===== src/hw/pid_cfg_pkg.sv =====
package pid_cfg_pkg;

    // Actuator side widths
    localparam int DATA_W = 8;
    localparam int CODE_W = 4;

    // Decoded gains are unsigned, scaled by GAIN_SCALE
    localparam int GAIN_W = 9;
    localparam int GAIN_SCALE = 50;

    // Signed error, and the signed difference of two errors
    localparam int ERR_W = 9;
    localparam int DIFF_W = ERR_W + 1;

    // Upper limit of the output clamp
    localparam int OUT_MAX = 255;

    // Gain per 4-bit code, real factor times GAIN_SCALE
    localparam logic [GAIN_W-1:0] GAIN_TABLE [16] = '{
        9'd0,   9'd5,   9'd10,  9'd15,
        9'd20,  9'd25,  9'd30,  9'd35,
        9'd40,  9'd45,  9'd50,  9'd100,
        9'd150, 9'd250, 9'd350, 9'd500
    };

endpackage


===== src/hw/pid_types_pkg.sv =====
package pid_types_pkg;

    // Target of a gain load
    typedef enum logic [1:0] {
        KP,
        KI,
        KD
    } gain_sel_e;

    typedef struct packed {
        logic                            strobe;
        gain_sel_e                       sel;
        logic [pid_cfg_pkg::CODE_W-1:0]  code;
    } gain_load_t;

    // Active gains, unsigned and scaled
    typedef struct packed {
        logic [pid_cfg_pkg::GAIN_W-1:0] kp;
        logic [pid_cfg_pkg::GAIN_W-1:0] ki;
        logic [pid_cfg_pkg::GAIN_W-1:0] kd;
    } gain_set_t;

    typedef struct packed {
        logic [pid_cfg_pkg::DATA_W-1:0] setpoint;
        logic [pid_cfg_pkg::DATA_W-1:0] feedback;
    } sample_t;

    // Error of the current sample and its change since the last one
    typedef struct packed {
        logic signed [pid_cfg_pkg::ERR_W-1:0]  error;
        logic signed [pid_cfg_pkg::DIFF_W-1:0] diff;
    } err_pair_t;

endpackage


===== src/hw/pid_sequencer.sv =====
`timescale 1ns/1ps

module pid_sequencer (
    input  logic                           clk,
    input  logic                           rst_n,
    input  logic                           cfg_strobe,
    input  logic [pid_cfg_pkg::CODE_W-1:0] gain_code,
    input  logic                           sample_strobe,
    input  logic                           reload_strobe,
    output pid_types_pkg::gain_load_t      gain_load,
    output logic                           sample_go,
    output logic                           clear,
    output logic                           running
);
    import pid_types_pkg::*;

    typedef enum logic [1:0] {
        LOAD_KP,
        LOAD_KI,
        LOAD_KD,
        RUN
    } seq_state_e;

    seq_state_e state;
    seq_state_e state_next;

    always_comb begin
        state_next = state;
        if (reload_strobe) begin
            state_next = LOAD_KP;
        end else begin
            unique case (state)
                LOAD_KP: if (cfg_strobe) state_next = LOAD_KI;
                LOAD_KI: if (cfg_strobe) state_next = LOAD_KD;
                LOAD_KD: if (cfg_strobe) state_next = RUN;
                RUN:     state_next = RUN;
            endcase
        end
    end

    always_ff @(posedge clk or negedge rst_n) begin
        if (!rst_n) begin
            state <= LOAD_KP;
        end else begin
            state <= state_next;
        end
    end

    // Load command follows the strobe in the same cycle
    always_comb begin
        gain_load.strobe = cfg_strobe && (state != RUN) && !reload_strobe;
        gain_load.code   = gain_code;
        unique case (state)
            LOAD_KI: gain_load.sel = KI;
            LOAD_KD: gain_load.sel = KD;
            default: gain_load.sel = KP;
        endcase
    end

    // Samples pass only while running
    assign sample_go = sample_strobe && (state == RUN) && !reload_strobe;
    assign clear     = reload_strobe;
    assign running   = (state == RUN);

endmodule


===== src/hw/gain_table.sv =====
`timescale 1ns/1ps

module gain_table (
    input  logic                      clk,
    input  logic                      rst_n,
    input  pid_types_pkg::gain_load_t gain_load,
    output pid_types_pkg::gain_set_t  gains
);
    import pid_cfg_pkg::*;
    import pid_types_pkg::*;

    logic [GAIN_W-1:0] decoded;

    // Code to scaled gain
    assign decoded = GAIN_TABLE[gain_load.code];

    // Only the selected gain is written, the other two are kept
    always_ff @(posedge clk or negedge rst_n) begin
        if (!rst_n) begin
            gains.kp <= '0;
            gains.ki <= '0;
            gains.kd <= '0;
        end else if (gain_load.strobe) begin
            unique case (gain_load.sel)
                KP: gains.kp <= decoded;
                KI: gains.ki <= decoded;
                KD: gains.kd <= decoded;
                default: ;
            endcase
        end
    end

endmodule


===== src/hw/error_stage.sv =====
`timescale 1ns/1ps

module error_stage (
    input  logic                     clk,
    input  logic                     rst_n,
    input  logic                     sample_go,
    input  logic                     clear,
    input  pid_types_pkg::sample_t   sample,
    output pid_types_pkg::err_pair_t err,
    output logic                     stage_valid
);
    import pid_cfg_pkg::*;

    logic signed [ERR_W-1:0]  error_now;
    logic signed [DIFF_W-1:0] diff_now;
    logic signed [ERR_W-1:0]  prev_error;

    // Both inputs are unsigned, so widen by one bit before subtracting
    assign error_now = $signed({1'b0, sample.setpoint}) - $signed({1'b0, sample.feedback});
    assign diff_now  = DIFF_W'(error_now) - DIFF_W'(prev_error);

    always_ff @(posedge clk or negedge rst_n) begin
        if (!rst_n) begin
            stage_valid <= 1'b0;
            prev_error  <= '0;
        end else begin
            stage_valid <= sample_go;
            if (clear) begin
                prev_error <= '0;
            end else if (sample_go) begin
                prev_error <= error_now;
            end
        end
    end

    always_ff @(posedge clk) begin
        if (sample_go) begin
            err.error <= error_now;
            err.diff  <= diff_now;
        end
    end

endmodule


===== src/hw/term_engine.sv =====
`timescale 1ns/1ps

module term_engine #(
    parameter int ACC_W = 18
) (
    input  logic                           clk,
    input  logic                           rst_n,
    input  logic                           stage_valid,
    input  logic                           clear,
    input  pid_types_pkg::err_pair_t       err,
    input  pid_types_pkg::gain_set_t       gains,
    output logic [pid_cfg_pkg::DATA_W-1:0] control_out,
    output logic                           out_valid
);
    import pid_cfg_pkg::*;

    // Unsigned gain widened by a sign bit, times the wider difference
    localparam int PROD_W = GAIN_W + 1 + DIFF_W;
    localparam logic signed [PROD_W-1:0] SCALE = PROD_W'(GAIN_SCALE);
    localparam logic signed [ACC_W-1:0] ACC_MAX = ACC_W'(OUT_MAX);

    logic signed [PROD_W-1:0] p_prod;
    logic signed [PROD_W-1:0] i_prod;
    logic signed [PROD_W-1:0] d_prod;
    logic signed [PROD_W-1:0] p_quot;
    logic signed [PROD_W-1:0] i_quot;
    logic signed [PROD_W-1:0] d_quot;

    logic signed [ACC_W-1:0] integral;
    logic signed [ACC_W-1:0] integral_next;
    logic signed [ACC_W-1:0] sum;
    logic [DATA_W-1:0]       clamped;

    always_comb begin
        p_prod = PROD_W'($signed({1'b0, gains.kp})) * PROD_W'($signed(err.error));
        i_prod = PROD_W'($signed({1'b0, gains.ki})) * PROD_W'($signed(err.error));
        d_prod = PROD_W'($signed({1'b0, gains.kd})) * PROD_W'($signed(err.diff));

        // Signed division truncates toward zero
        p_quot = p_prod / SCALE;
        i_quot = i_prod / SCALE;
        d_quot = d_prod / SCALE;

        // Integral wraps at ACC_W
        integral_next = integral + ACC_W'(i_quot);
        sum           = ACC_W'(p_quot) + integral_next + ACC_W'(d_quot);
    end

    always_comb begin
        if (sum <= 0) begin
            clamped = '0;
        end else if (sum >= ACC_MAX) begin
            clamped = DATA_W'(OUT_MAX);
        end else begin
            clamped = sum[DATA_W-1:0];
        end
    end

    always_ff @(posedge clk or negedge rst_n) begin
        if (!rst_n) begin
            integral    <= '0;
            control_out <= '0;
            out_valid   <= 1'b0;
        end else begin
            out_valid <= stage_valid;
            if (stage_valid) begin
                control_out <= clamped;
            end
            // Reload wins over a sample still in this stage
            if (clear) begin
                integral <= '0;
            end else if (stage_valid) begin
                integral <= integral_next;
            end
        end
    end

endmodule


===== src/hw/pid_loop_top.sv =====
`timescale 1ns/1ps

module pid_loop_top #(
    parameter int ACC_W = 18
) (
    input  logic                           clk,
    input  logic                           rst_n,
    input  logic                           cfg_strobe,
    input  logic [pid_cfg_pkg::CODE_W-1:0] gain_code,
    input  logic                           sample_strobe,
    input  pid_types_pkg::sample_t         sample,
    input  logic                           reload_strobe,
    output logic [pid_cfg_pkg::DATA_W-1:0] control_out,
    output logic                           out_valid,
    output logic                           running
);
    import pid_types_pkg::*;

    gain_load_t gain_load;
    gain_set_t  gains;
    err_pair_t  err;
    logic       sample_go;
    logic       clear;
    logic       stage_valid;

    pid_sequencer pid_sequencer_inst (
        .clk           (clk),
        .rst_n         (rst_n),
        .cfg_strobe    (cfg_strobe),
        .gain_code     (gain_code),
        .sample_strobe (sample_strobe),
        .reload_strobe (reload_strobe),
        .gain_load     (gain_load),
        .sample_go     (sample_go),
        .clear         (clear),
        .running       (running)
    );

    gain_table gain_table_inst (
        .clk       (clk),
        .rst_n     (rst_n),
        .gain_load (gain_load),
        .gains     (gains)
    );

    error_stage error_stage_inst (
        .clk         (clk),
        .rst_n       (rst_n),
        .sample_go   (sample_go),
        .clear       (clear),
        .sample      (sample),
        .err         (err),
        .stage_valid (stage_valid)
    );

    term_engine #(
        .ACC_W (ACC_W)
    ) term_engine_inst (
        .clk         (clk),
        .rst_n       (rst_n),
        .stage_valid (stage_valid),
        .clear       (clear),
        .err         (err),
        .gains       (gains),
        .control_out (control_out),
        .out_valid   (out_valid)
    );

endmodule


===== config.mk =====
export PLATFORM = sky130hd
export DESIGN_NAME = pid_loop_top
export DESIGN_NICKNAME = d
export VERILOG_FILES = /design/src/hw/pid_cfg_pkg.sv /design/src/hw/pid_types_pkg.sv /design/src/hw/pid_sequencer.sv /design/src/hw/gain_table.sv /design/src/hw/error_stage.sv /design/src/hw/term_engine.sv /design/src/hw/pid_loop_top.sv
export SDC_FILE = /design/constraint.sdc
export NUM_CORES = 1
export LEC_CHECK = 0
export BUFFER_PORTS_ARGS = -buffer_cell sky130_fd_sc_hd__buf_2
export CAP_MARGIN = 20
export CELL_PAD_IN_SITES_DETAIL_PLACEMENT = 2
export CELL_PAD_IN_SITES_GLOBAL_PLACEMENT = 2
export CORE_ASPECT_RATIO = 0.8
export CORE_UTILIZATION = 41
export CTS_BUF_LIST = sky130_fd_sc_hd__clkbuf_16
export CTS_CLUSTER_SIZE = 40
export DETAILED_ROUTE_END_ITERATION = 16
export HOLD_SLACK_MARGIN = 0.12
export PLACE_DENSITY = 0.79
export SLEW_MARGIN = 20
export SYNTH_ARGS = -nofsm -noshare
export SYNTH_HDL_FRONTEND = slang
export SYNTH_HIERARCHICAL = 1
export SYNTH_SLANG_ARGS = --single-unit

===== constraint.sdc =====
create_clock -name clk -period 21.3 [get_ports clk]
set_input_delay 1.065 -clock clk [delete_from_list [all_inputs] [get_ports clk]]
set_output_delay 1.065 -clock clk [all_outputs]
set_load 0.05 [all_outputs]

==> results.md, run 1 <==
* Status: finished clean
* Reg area at 2250 um2
* Synthesized Nets at 3809
* Proportion of layout cells with a drive suffix above 1 at 22.1%
* Req. time, crit path at between 20 and 25 ns
* Multi-input gate area at 24600 um2
* Share of the synthesized area in the top cell type at 12.9%
* Final hold violation count at 0
* Largest cells by area after synthesis: fa_1 (13%), ha_1 (11%), dfrtp_1 (6.0%)
* Top-count cell post-synth: nand2_1
* Min cycle time layout at about 21 ns
* Compound-gate portion of the synthesized area at 27.6%
* CTS Buf Count at 9
* Adder-cell area share of the yosys netlist at 24.2%
* Fillcell total at between 7000 and 8000
* GR Overflow Total at 0
* # setup viols final at 0
* Crit-path max FO at 11
* Vias per cell at 6.37
* Pre-CTS WS at -0.592 ns
* DRC at 0
* Clk_skew at 0.0159 ns
* Largest family of logic cells by synthesized area: compound AO/OA/AOI/OAI gates
* Area leader, netlist: fa_1
* Warnings from Yosys at 6
* CTS HTree Levels at 3
* Clock Sinks at 85
* Post-synthesis mux area share at 2.64%
* Flop-to-flop setup slack at 0.17 ns
* Fin nets at 3938
* CP max-delay cell: or4_2
* Sequential fraction of the synthesis area at 8.13%
* Avg Inst Size Synth at approximately 8.1 um2
* Yosys reg bits at 85
* Overall die width at 291 um
* Antenna Nets Post-Route at 0
* Simple logic cell fraction of the synthesized area at 22.5%
* Average wire per standard cell at 26.3 um
* Global placer's final weighted congestion at 0.881
* Root buf cell: clkbuf_16
* Maximum clock rate at 0.0473 GHz
* Commonest cells in the netlist: nand2_1 (328), inv_1 (293), ha_1 (244)
* Hpwl dp at about 83000 um
* Core Footprint at roughly 66000 um2
* Die Ht at 233 um
* Total global-route track usage at 30.8%
* I/O pin count at 35
* Clock Path Buffers at 2
* Largest net degree at the start of global routing at 67
* Area growth, synth to finish at 13.5%
* Most used DFF post-synth: dfrtp_1
* WL final at 115000 um
* Synth unique cells at 180
* Post-synthesis xor/xnor area fraction at about 7.7%
* Post-synthesis cell area at 27300 um2
* Setup ws final at between 0.15 and 0.2 ns
* Count of final max-slew check failures at 0
* # rows at 84
* CP Capture Type: register
* Worst-path clk slew at 0.08 ns
* DP Cell Count at roughly 4200
* CP arrival at 21.36 ns
* Async S/R FF share, synth at about 78%
* Critical path's most frequent cell: inv_1
* Cells after Synth at 3364
* Die ar. at 67700 um2
* Slowest stage delay, CP at 0.72 ns
* Number of flops mapped to enable cells by yosys at 19
* Vias at 27800
* DRT iter0 DRCs at 1846
* Max_slew headroom at 21.9%
* Worst Tran Pin Value at roughly 1.2 ns
* Skew-Pair Late Insertion Delay at about 0.38 ns
* First-pass DRT Iterations at 5
* Initial core utilization at around two fifths
* Vias in the first global route at 29300
* Setup CP Type: register to register
* Crit start category: register
* CTS tree: done
* First-pass GRT wire length at 167000 um
* Max Cap Viol at 0
* Final cell count without fillers at about 4400
* Initial antenna violation count at 4
* Port Buffer Count at 34
* Worst hold-check path type: register to register
* Final period util at 99.2%
[flip-flops by register name, indices dropped and copies added (netlist names)]
register,cells
gain_table_inst/gains,27
term_engine_inst/integral,18
term_engine_inst/control_out,8
term_engine_inst/out_valid,1
error_stage_inst/prev_error,9
error_stage_inst/stage_valid,1
pid_sequencer_inst/state,2
error_stage_inst/err,19
[placed cells by master, fill, tap and decap left out, types with 30 or more instances in the layout]
| master | count |
|---|---|
| o21ai_1 | 38 |
| a21o_1 | 35 |
| inv_1 | 293 |
| nand3_1 | 74 |
| mux2i_1 | 44 |
| o211ai_1 | 37 |
| ha_1 | 241 |
| fa_1 | 176 |
| a211oi_1 | 30 |
| dfrtp_1 | 47 |
| and2_1 | 115 |
| o21a_1 | 41 |
| nor3_1 | 83 |
| xor2_1 | 58 |
| xnor2_1 | 138 |
| nand2_1 | 327 |
| a21oi_1 | 136 |
| buf_2 | 33 |
| o21ai_0 | 131 |
| buf_4 | 191 |
| a31oi_1 | 37 |
| nor2_1 | 224 |
[per-layer routing]
| metal | part of all wire, % | global-route usage [%] |
|---|---|---|
| met1 | 45 | 41.4 |
| met2 | 49 | 53.8 |
| met3 | 3.6 | 2.27 |
| met4 | 2.3 | 6.60 |
| met5 | 0 | 0 |
[critical path, delay by kind of cell (launching register included)]
family | cells | cell delay [ns]
AO/OA/AOI/OAI | 39 | 7.37
flip-flops | 1 | 0.48
buffers and inverters | 12 | 1.44
XOR/XNOR | 2 | 0.51
adder cells (fa/ha/maj) | 12 | 4.89
AND/OR/NAND/NOR | 18 | 5.69
multiplexers | 2 | 0.62
[final timing paths]
check / depth (start not counted) / endpoint / from
setup / recovery: 85 / term_engine_inst/control_out[3]$_DFFE_PN0P_ / error_stage_inst/err[11]$_DFFE_PP_
hold / removal: 2 / term_engine_inst/control_out[5]$_DFFE_PN0P_ / term_engine_inst/control_out[5]$_DFFE_PN0P_
setup reg to reg: 85 / term_engine_inst/control_out[3]$_DFFE_PN0P_ / error_stage_inst/err[11]$_DFFE_PP_
hold reg to reg: 2 / term_engine_inst/control_out[5]$_DFFE_PN0P_ / term_engine_inst/control_out[5]$_DFFE_PN0P_
max in group asynchronous: 1 / gain_table_inst/gains[13]$_DFFE_PN0P_ / rst_n
min in group asynchronous: 1 / error_stage_inst/prev_error[0]$_DFFE_PN0P_ / rst_n
[cell families (layout without fill, tap and decap cells)]
logic type | count (synthesis) | in the layout
AND/OR/NAND/NOR | 1170 | 1170
AO/OA/AOI/OAI | 979 | 980
adder cells (fa/ha/maj) | 423 | 423
buffers and inverters | 409 | 539
XOR/XNOR | 230 | 233
flip-flops | 85 | 85
multiplexers | 68 | 68
other | 0 | 2
[through the flow]
stage / utilization, % / cell area, um2 / hold slack, ns / setup TNS (ns)
2_1_floorplan: - / 27300 / 0.369 / 0
3_3_place_gp: 42.9 / 28200 / 0.504 / 0
3_5_place_dp: 42.9 / 28200 / 0.529 / -3.68
4_1_cts: 44.0 / 29000 / 0.541 / 0
5_1_grt: 47.2 / 31000 / 0.571 / -3.15
6_report: 47.2 / 31000 / 0.535 / 0
[repair_timing]
item,CTS,global route
resized for setup,34,250
pin swaps,4,57
gates cloned,0,4
setup buffers,30,101
setup endpoints to repair,8,8
hold buffers,0,0
[layout make-up]
cell class	instances	share of cell area (%)
Timing Repair Buffer	230	5.39
Antenna cell	2	0.0161
Inverter	293	3.54
Sequential cell	85	7.24
Tap cell	860	3.47
Clock inverter	7	0.294
Clock buffer	9	0.726
Multi-Input combinational cell	2874	79.3
Power of run 1 is left out: the tool's default activity adds up to more than one toggle a clock period on the data nets, which glitch-free logic cannot reach.
==> run 2: changes to the inputs <==
- ABC_AREA: not set -> 1
- CAP_MARGIN: 20 -> 25
- CORE_UTILIZATION: 41 -> 37
==> run 2 against run 1 <==
Global-route usage fell by 3.4 points. Critical path type unchanged. Highest routed layer unchanged. Sequential share of layout area rose by 1.5 points. Register-to-register slack better by 1.9 ns. Via count is 13% lower. Synthesized area decreased by 12%. Final cell count grew 5.5%. Non-clock buffer count decreased by 186. Die area decreased by 2.3%.
==> results.md, run 2 <==
* Crit start category: register (unchanged)
* Max_slew headroom at 33.1% (was 21.9%)
* Hpwl dp at 75100 um (was 83200 um)
* GR Overflow Total at 0 (unchanged)
* Post-synthesis cell area at 24100 um2 (was 27300 um2)
* Max reg flops at 27 (unchanged)
* Fin nets at 4191 (was 3938)
* Warnings from Yosys at 6 (unchanged)
* # setup viols final at 0 (unchanged)
* Count of final max-slew check failures at 0 (unchanged)
* Top Registers: gain_table_inst/gains (27), error_stage_inst/err (19), term_engine_inst/integral (18) (unchanged)
* Antenna Nets Post-Route at 0 (unchanged)
* CP arrival at 19.47 ns (was 21.36 ns)
* CTS Buf Count at 9 (unchanged)
* Final hold violation count at 0 (unchanged)
* Die ar. at 66200 um2 (was 67700 um2)
* DRC at 0 (unchanged)
* Die Ht at 230 um (was 233 um)
* Async S/R FF share, synth at 77.6% (unchanged)
* Clock Path Buffers at 2 (unchanged)
* Root buf cell: clkbuf_16 (unchanged)
* WL final at 89100 um (was 115000 um)
* Total global-route track usage at 27.3% (was 30.8%)
* Cell family with most CP delay: simple AND/OR/NAND/NOR gates (was compound AO/OA/AOI/OAI gates)
* Proportion of layout cells with a drive suffix above 1 at 9.44% (was 22.1%)
* CP max-delay cell: edfxtp_1 (was or4_2)
* CTS HTree Levels at 3 (unchanged)
* Worst Tran Pin Value at 1.00 ns (was 1.17 ns)
* Cells after Synth at 3771 (was 3364)
* Clock Sinks at 85 (unchanged)
* Vias at 24200 (was 27800)
* Top-count cell post-synth: nand2_1 (unchanged)
* Slowest stage delay, CP at 0.89 ns (was 0.72 ns)
* Share of the synthesized area in the top cell type at 17.2% (was 12.9%)
* RSZ-0062 raised after global routing: false
* Area growth, synth to finish at 5.26% (was 13.5%)
* DRT iter0 DRCs at 852 (was 1846)
* CP bufs+invs at 11 (was 12)
* Avg Inst Size Synth at 6.40 um2 (was 8.13 um2)
* Core Footprint at 64300 um2 (was 65800 um2)
* Sequential fraction of the synthesis area at 9.21% (was 8.13%)
* CTS tree: done (unchanged)
* First-pass GRT wire length at 146000 um (was 167000 um)
* Commonest cells in the netlist: nand2_1 (1104), inv_1 (715), nand3_1 (302) (was nand2_1 (328), inv_1 (293), ha_1 (244))
* Final period util at 90.3% (was 99.2%)
* Area leader, netlist: nand2_1 (was fa_1)
* Vias per cell at 5.26 (was 6.37)
* First-pass DRT Iterations at 5 (unchanged)
* CP Capture Type: register (unchanged)
* Number of flops mapped to enable cells by yosys at 19 (unchanged)
* Initial antenna violation count at 0 (was 4)
* Most used DFF post-synth: dfrtp_1 (unchanged)
* Overall die width at 287 um (was 291 um)
* Synthesized Nets at 4216 (was 3809)
* Status: finished clean (unchanged)
* Most frequent cells in the layout: nand2_1 (1104), inv_1 (714), nand3_1 (302), ha_1 (244), nor2_1 (220) (was nand2_1 (327), inv_1 (293), ha_1 (241), nor2_1 (224), buf_4 (191))
* # hold bufs at CTS at 0 (unchanged)
* Worst hold-check path type: register to register (unchanged)
* Global placer's final weighted congestion at 0.871 (was 0.881)
* Critical path's most frequent cell: nand2_1 (was inv_1)
* Req. time, crit path at 21.54 ns (was 21.53 ns)
* Average wire per standard cell at 19.4 um (was 26.3 um)
* Top reg by flops: gain_table_inst/gains (unchanged)
* Clk_skew at 0.0193 ns (was 0.0159 ns)
* Maximum clock rate at 0.0520 GHz (was 0.0473 GHz)
* Ant diodes at 0 (was 2)
* Initial core utilization at 37.5% (was 41.6%)
* Setup CP Type: register to register (unchanged)
* Yosys reg bits at 85 (unchanged)
* Min cycle time layout at 19.24 ns (was 21.13 ns)
* TNS Setup at 0 ns (unchanged)
* Largest net degree at the start of global routing at 61 (was 67)
* Max Cap Viol at 0 (unchanged)
* Port Buffer Count at 34 (unchanged)
* Vias in the first global route at 27200 (was 29300)
* Synth unique cells at 60 (was 180)
* I/O pin count at 35 (unchanged)
* Crit-path max FO at 25 (was 11)
* Commonest non-fill, non-tap cell in the layout: nand2_1 (unchanged)
* Worst-path clk slew at 0.08 ns (about the same)
* # rows at 83 (was 84)
* Skew-Pair Late Insertion Delay at 0.38 ns (about the same)
* Largest cells by area after synthesis: nand2_1 (17%), fa_1 (15%), ha_1 (13%) (was fa_1 (13%), ha_1 (11%), dfrtp_1 (6.0%))
[run 2: cell types whose count changed after synthesis, moves of 71 or more]
cell     previous run  this run
inv_1             293       715
and2_1            117         9
nand3_1            78       302
a21oi_1           158        78
nand2_1           328      1104
xnor2_1           153        20
nor3_1             91        20
nand2_2             4       101
[run 2: metrics by stage]
step / hold slack, ns / instance area (um2) / util (%) / setup WS, ns / instances
after floorplan: 0.401 / 24100 / - / 6.02 / 3771
after global placement: 0.461 / 25000 / 38.9 / 2.61 / 4580
after detailed placement: 0.473 / 25000 / 39.0 / 1.45 / 4581
after CTS: 0.492 / 25300 / 39.4 / 1.37 / 4597
after global routing: 0.497 / 25400 / 39.5 / 0.166 / 4601
final: 0.488 / 25400 / 39.5 / 2.06 / 4601
[run 2: cells by family after synthesis]
kind of cell / after synthesis / share of synthesized area [%]
XOR/XNOR: 132 / 4.82
AO/OA/AOI/OAI: 297 / 6.94
buffers and inverters: 844 / 13.4
flip-flops: 85 / 9.21
AND/OR/NAND/NOR: 1992 / 38.3
adder cells (fa/ha/maj): 420 / 27.3
multiplexers: 1 / 0.0415
[run 2: final cells by class]
cell class                 count  area, um2
tap                          850       1060
clock buffer                   9        225
inverter                     764       2870
multi-input combinational   2842      18700
timing repair buffer          44        245
sequential                    85       2220
clock inverter                 7       81.3
fill                        8017      38900
[run 2: worst reg2reg max path: cells and delay by family (launching register included)]
kind / cells / cell delay, ns
adder cells (fa/ha/maj): 11 / 4.71
AND/OR/NAND/NOR: 72 / 9.18
buffers and inverters: 11 / 1.42
flip-flops: 1 / 0.89
AO/OA/AOI/OAI: 12 / 2.47
XOR/XNOR: 1 / 0.45
[run 2: worst paths after layout]
kind,slack (ns),start,end,depth (start not counted)
worst max register to register,2.06,error_stage_inst/err[17]$_DFFE_PP_,term_engine_inst/control_out[7]$_DFFE_PN0P_,107
worst max-delay path,2.06,error_stage_inst/err[17]$_DFFE_PP_,term_engine_inst/control_out[7]$_DFFE_PN0P_,107
min in group asynchronous,0.51,rst_n,term_engine_inst/control_out[5]$_DFFE_PN0P_,1
worst min register to register,0.49,term_engine_inst/control_out[5]$_DFFE_PN0P_,term_engine_inst/control_out[5]$_DFFE_PN0P_,2
max in group asynchronous,19.70,rst_n,error_stage_inst/prev_error[8]$_DFFE_PN0P_,2
worst min-delay path,0.49,term_engine_inst/control_out[5]$_DFFE_PN0P_,term_engine_inst/control_out[5]$_DFFE_PN0P_,2
[run 2: timing repair]
action,CTS,global route
endpoints found under the setup margin,0,8
resized for setup,0,2
buffers inserted,0,4
[run 2: per-layer routing]
layer	track usage [%]	wire length [um]	part of all wire [%]
met1	36.6	42900	48
met4	4.82	1110	1.2
met3	1.87	1550	1.7
met5	0	0	0
met2	48.3	43600	49
Power of run 2 is left out for the same reason.
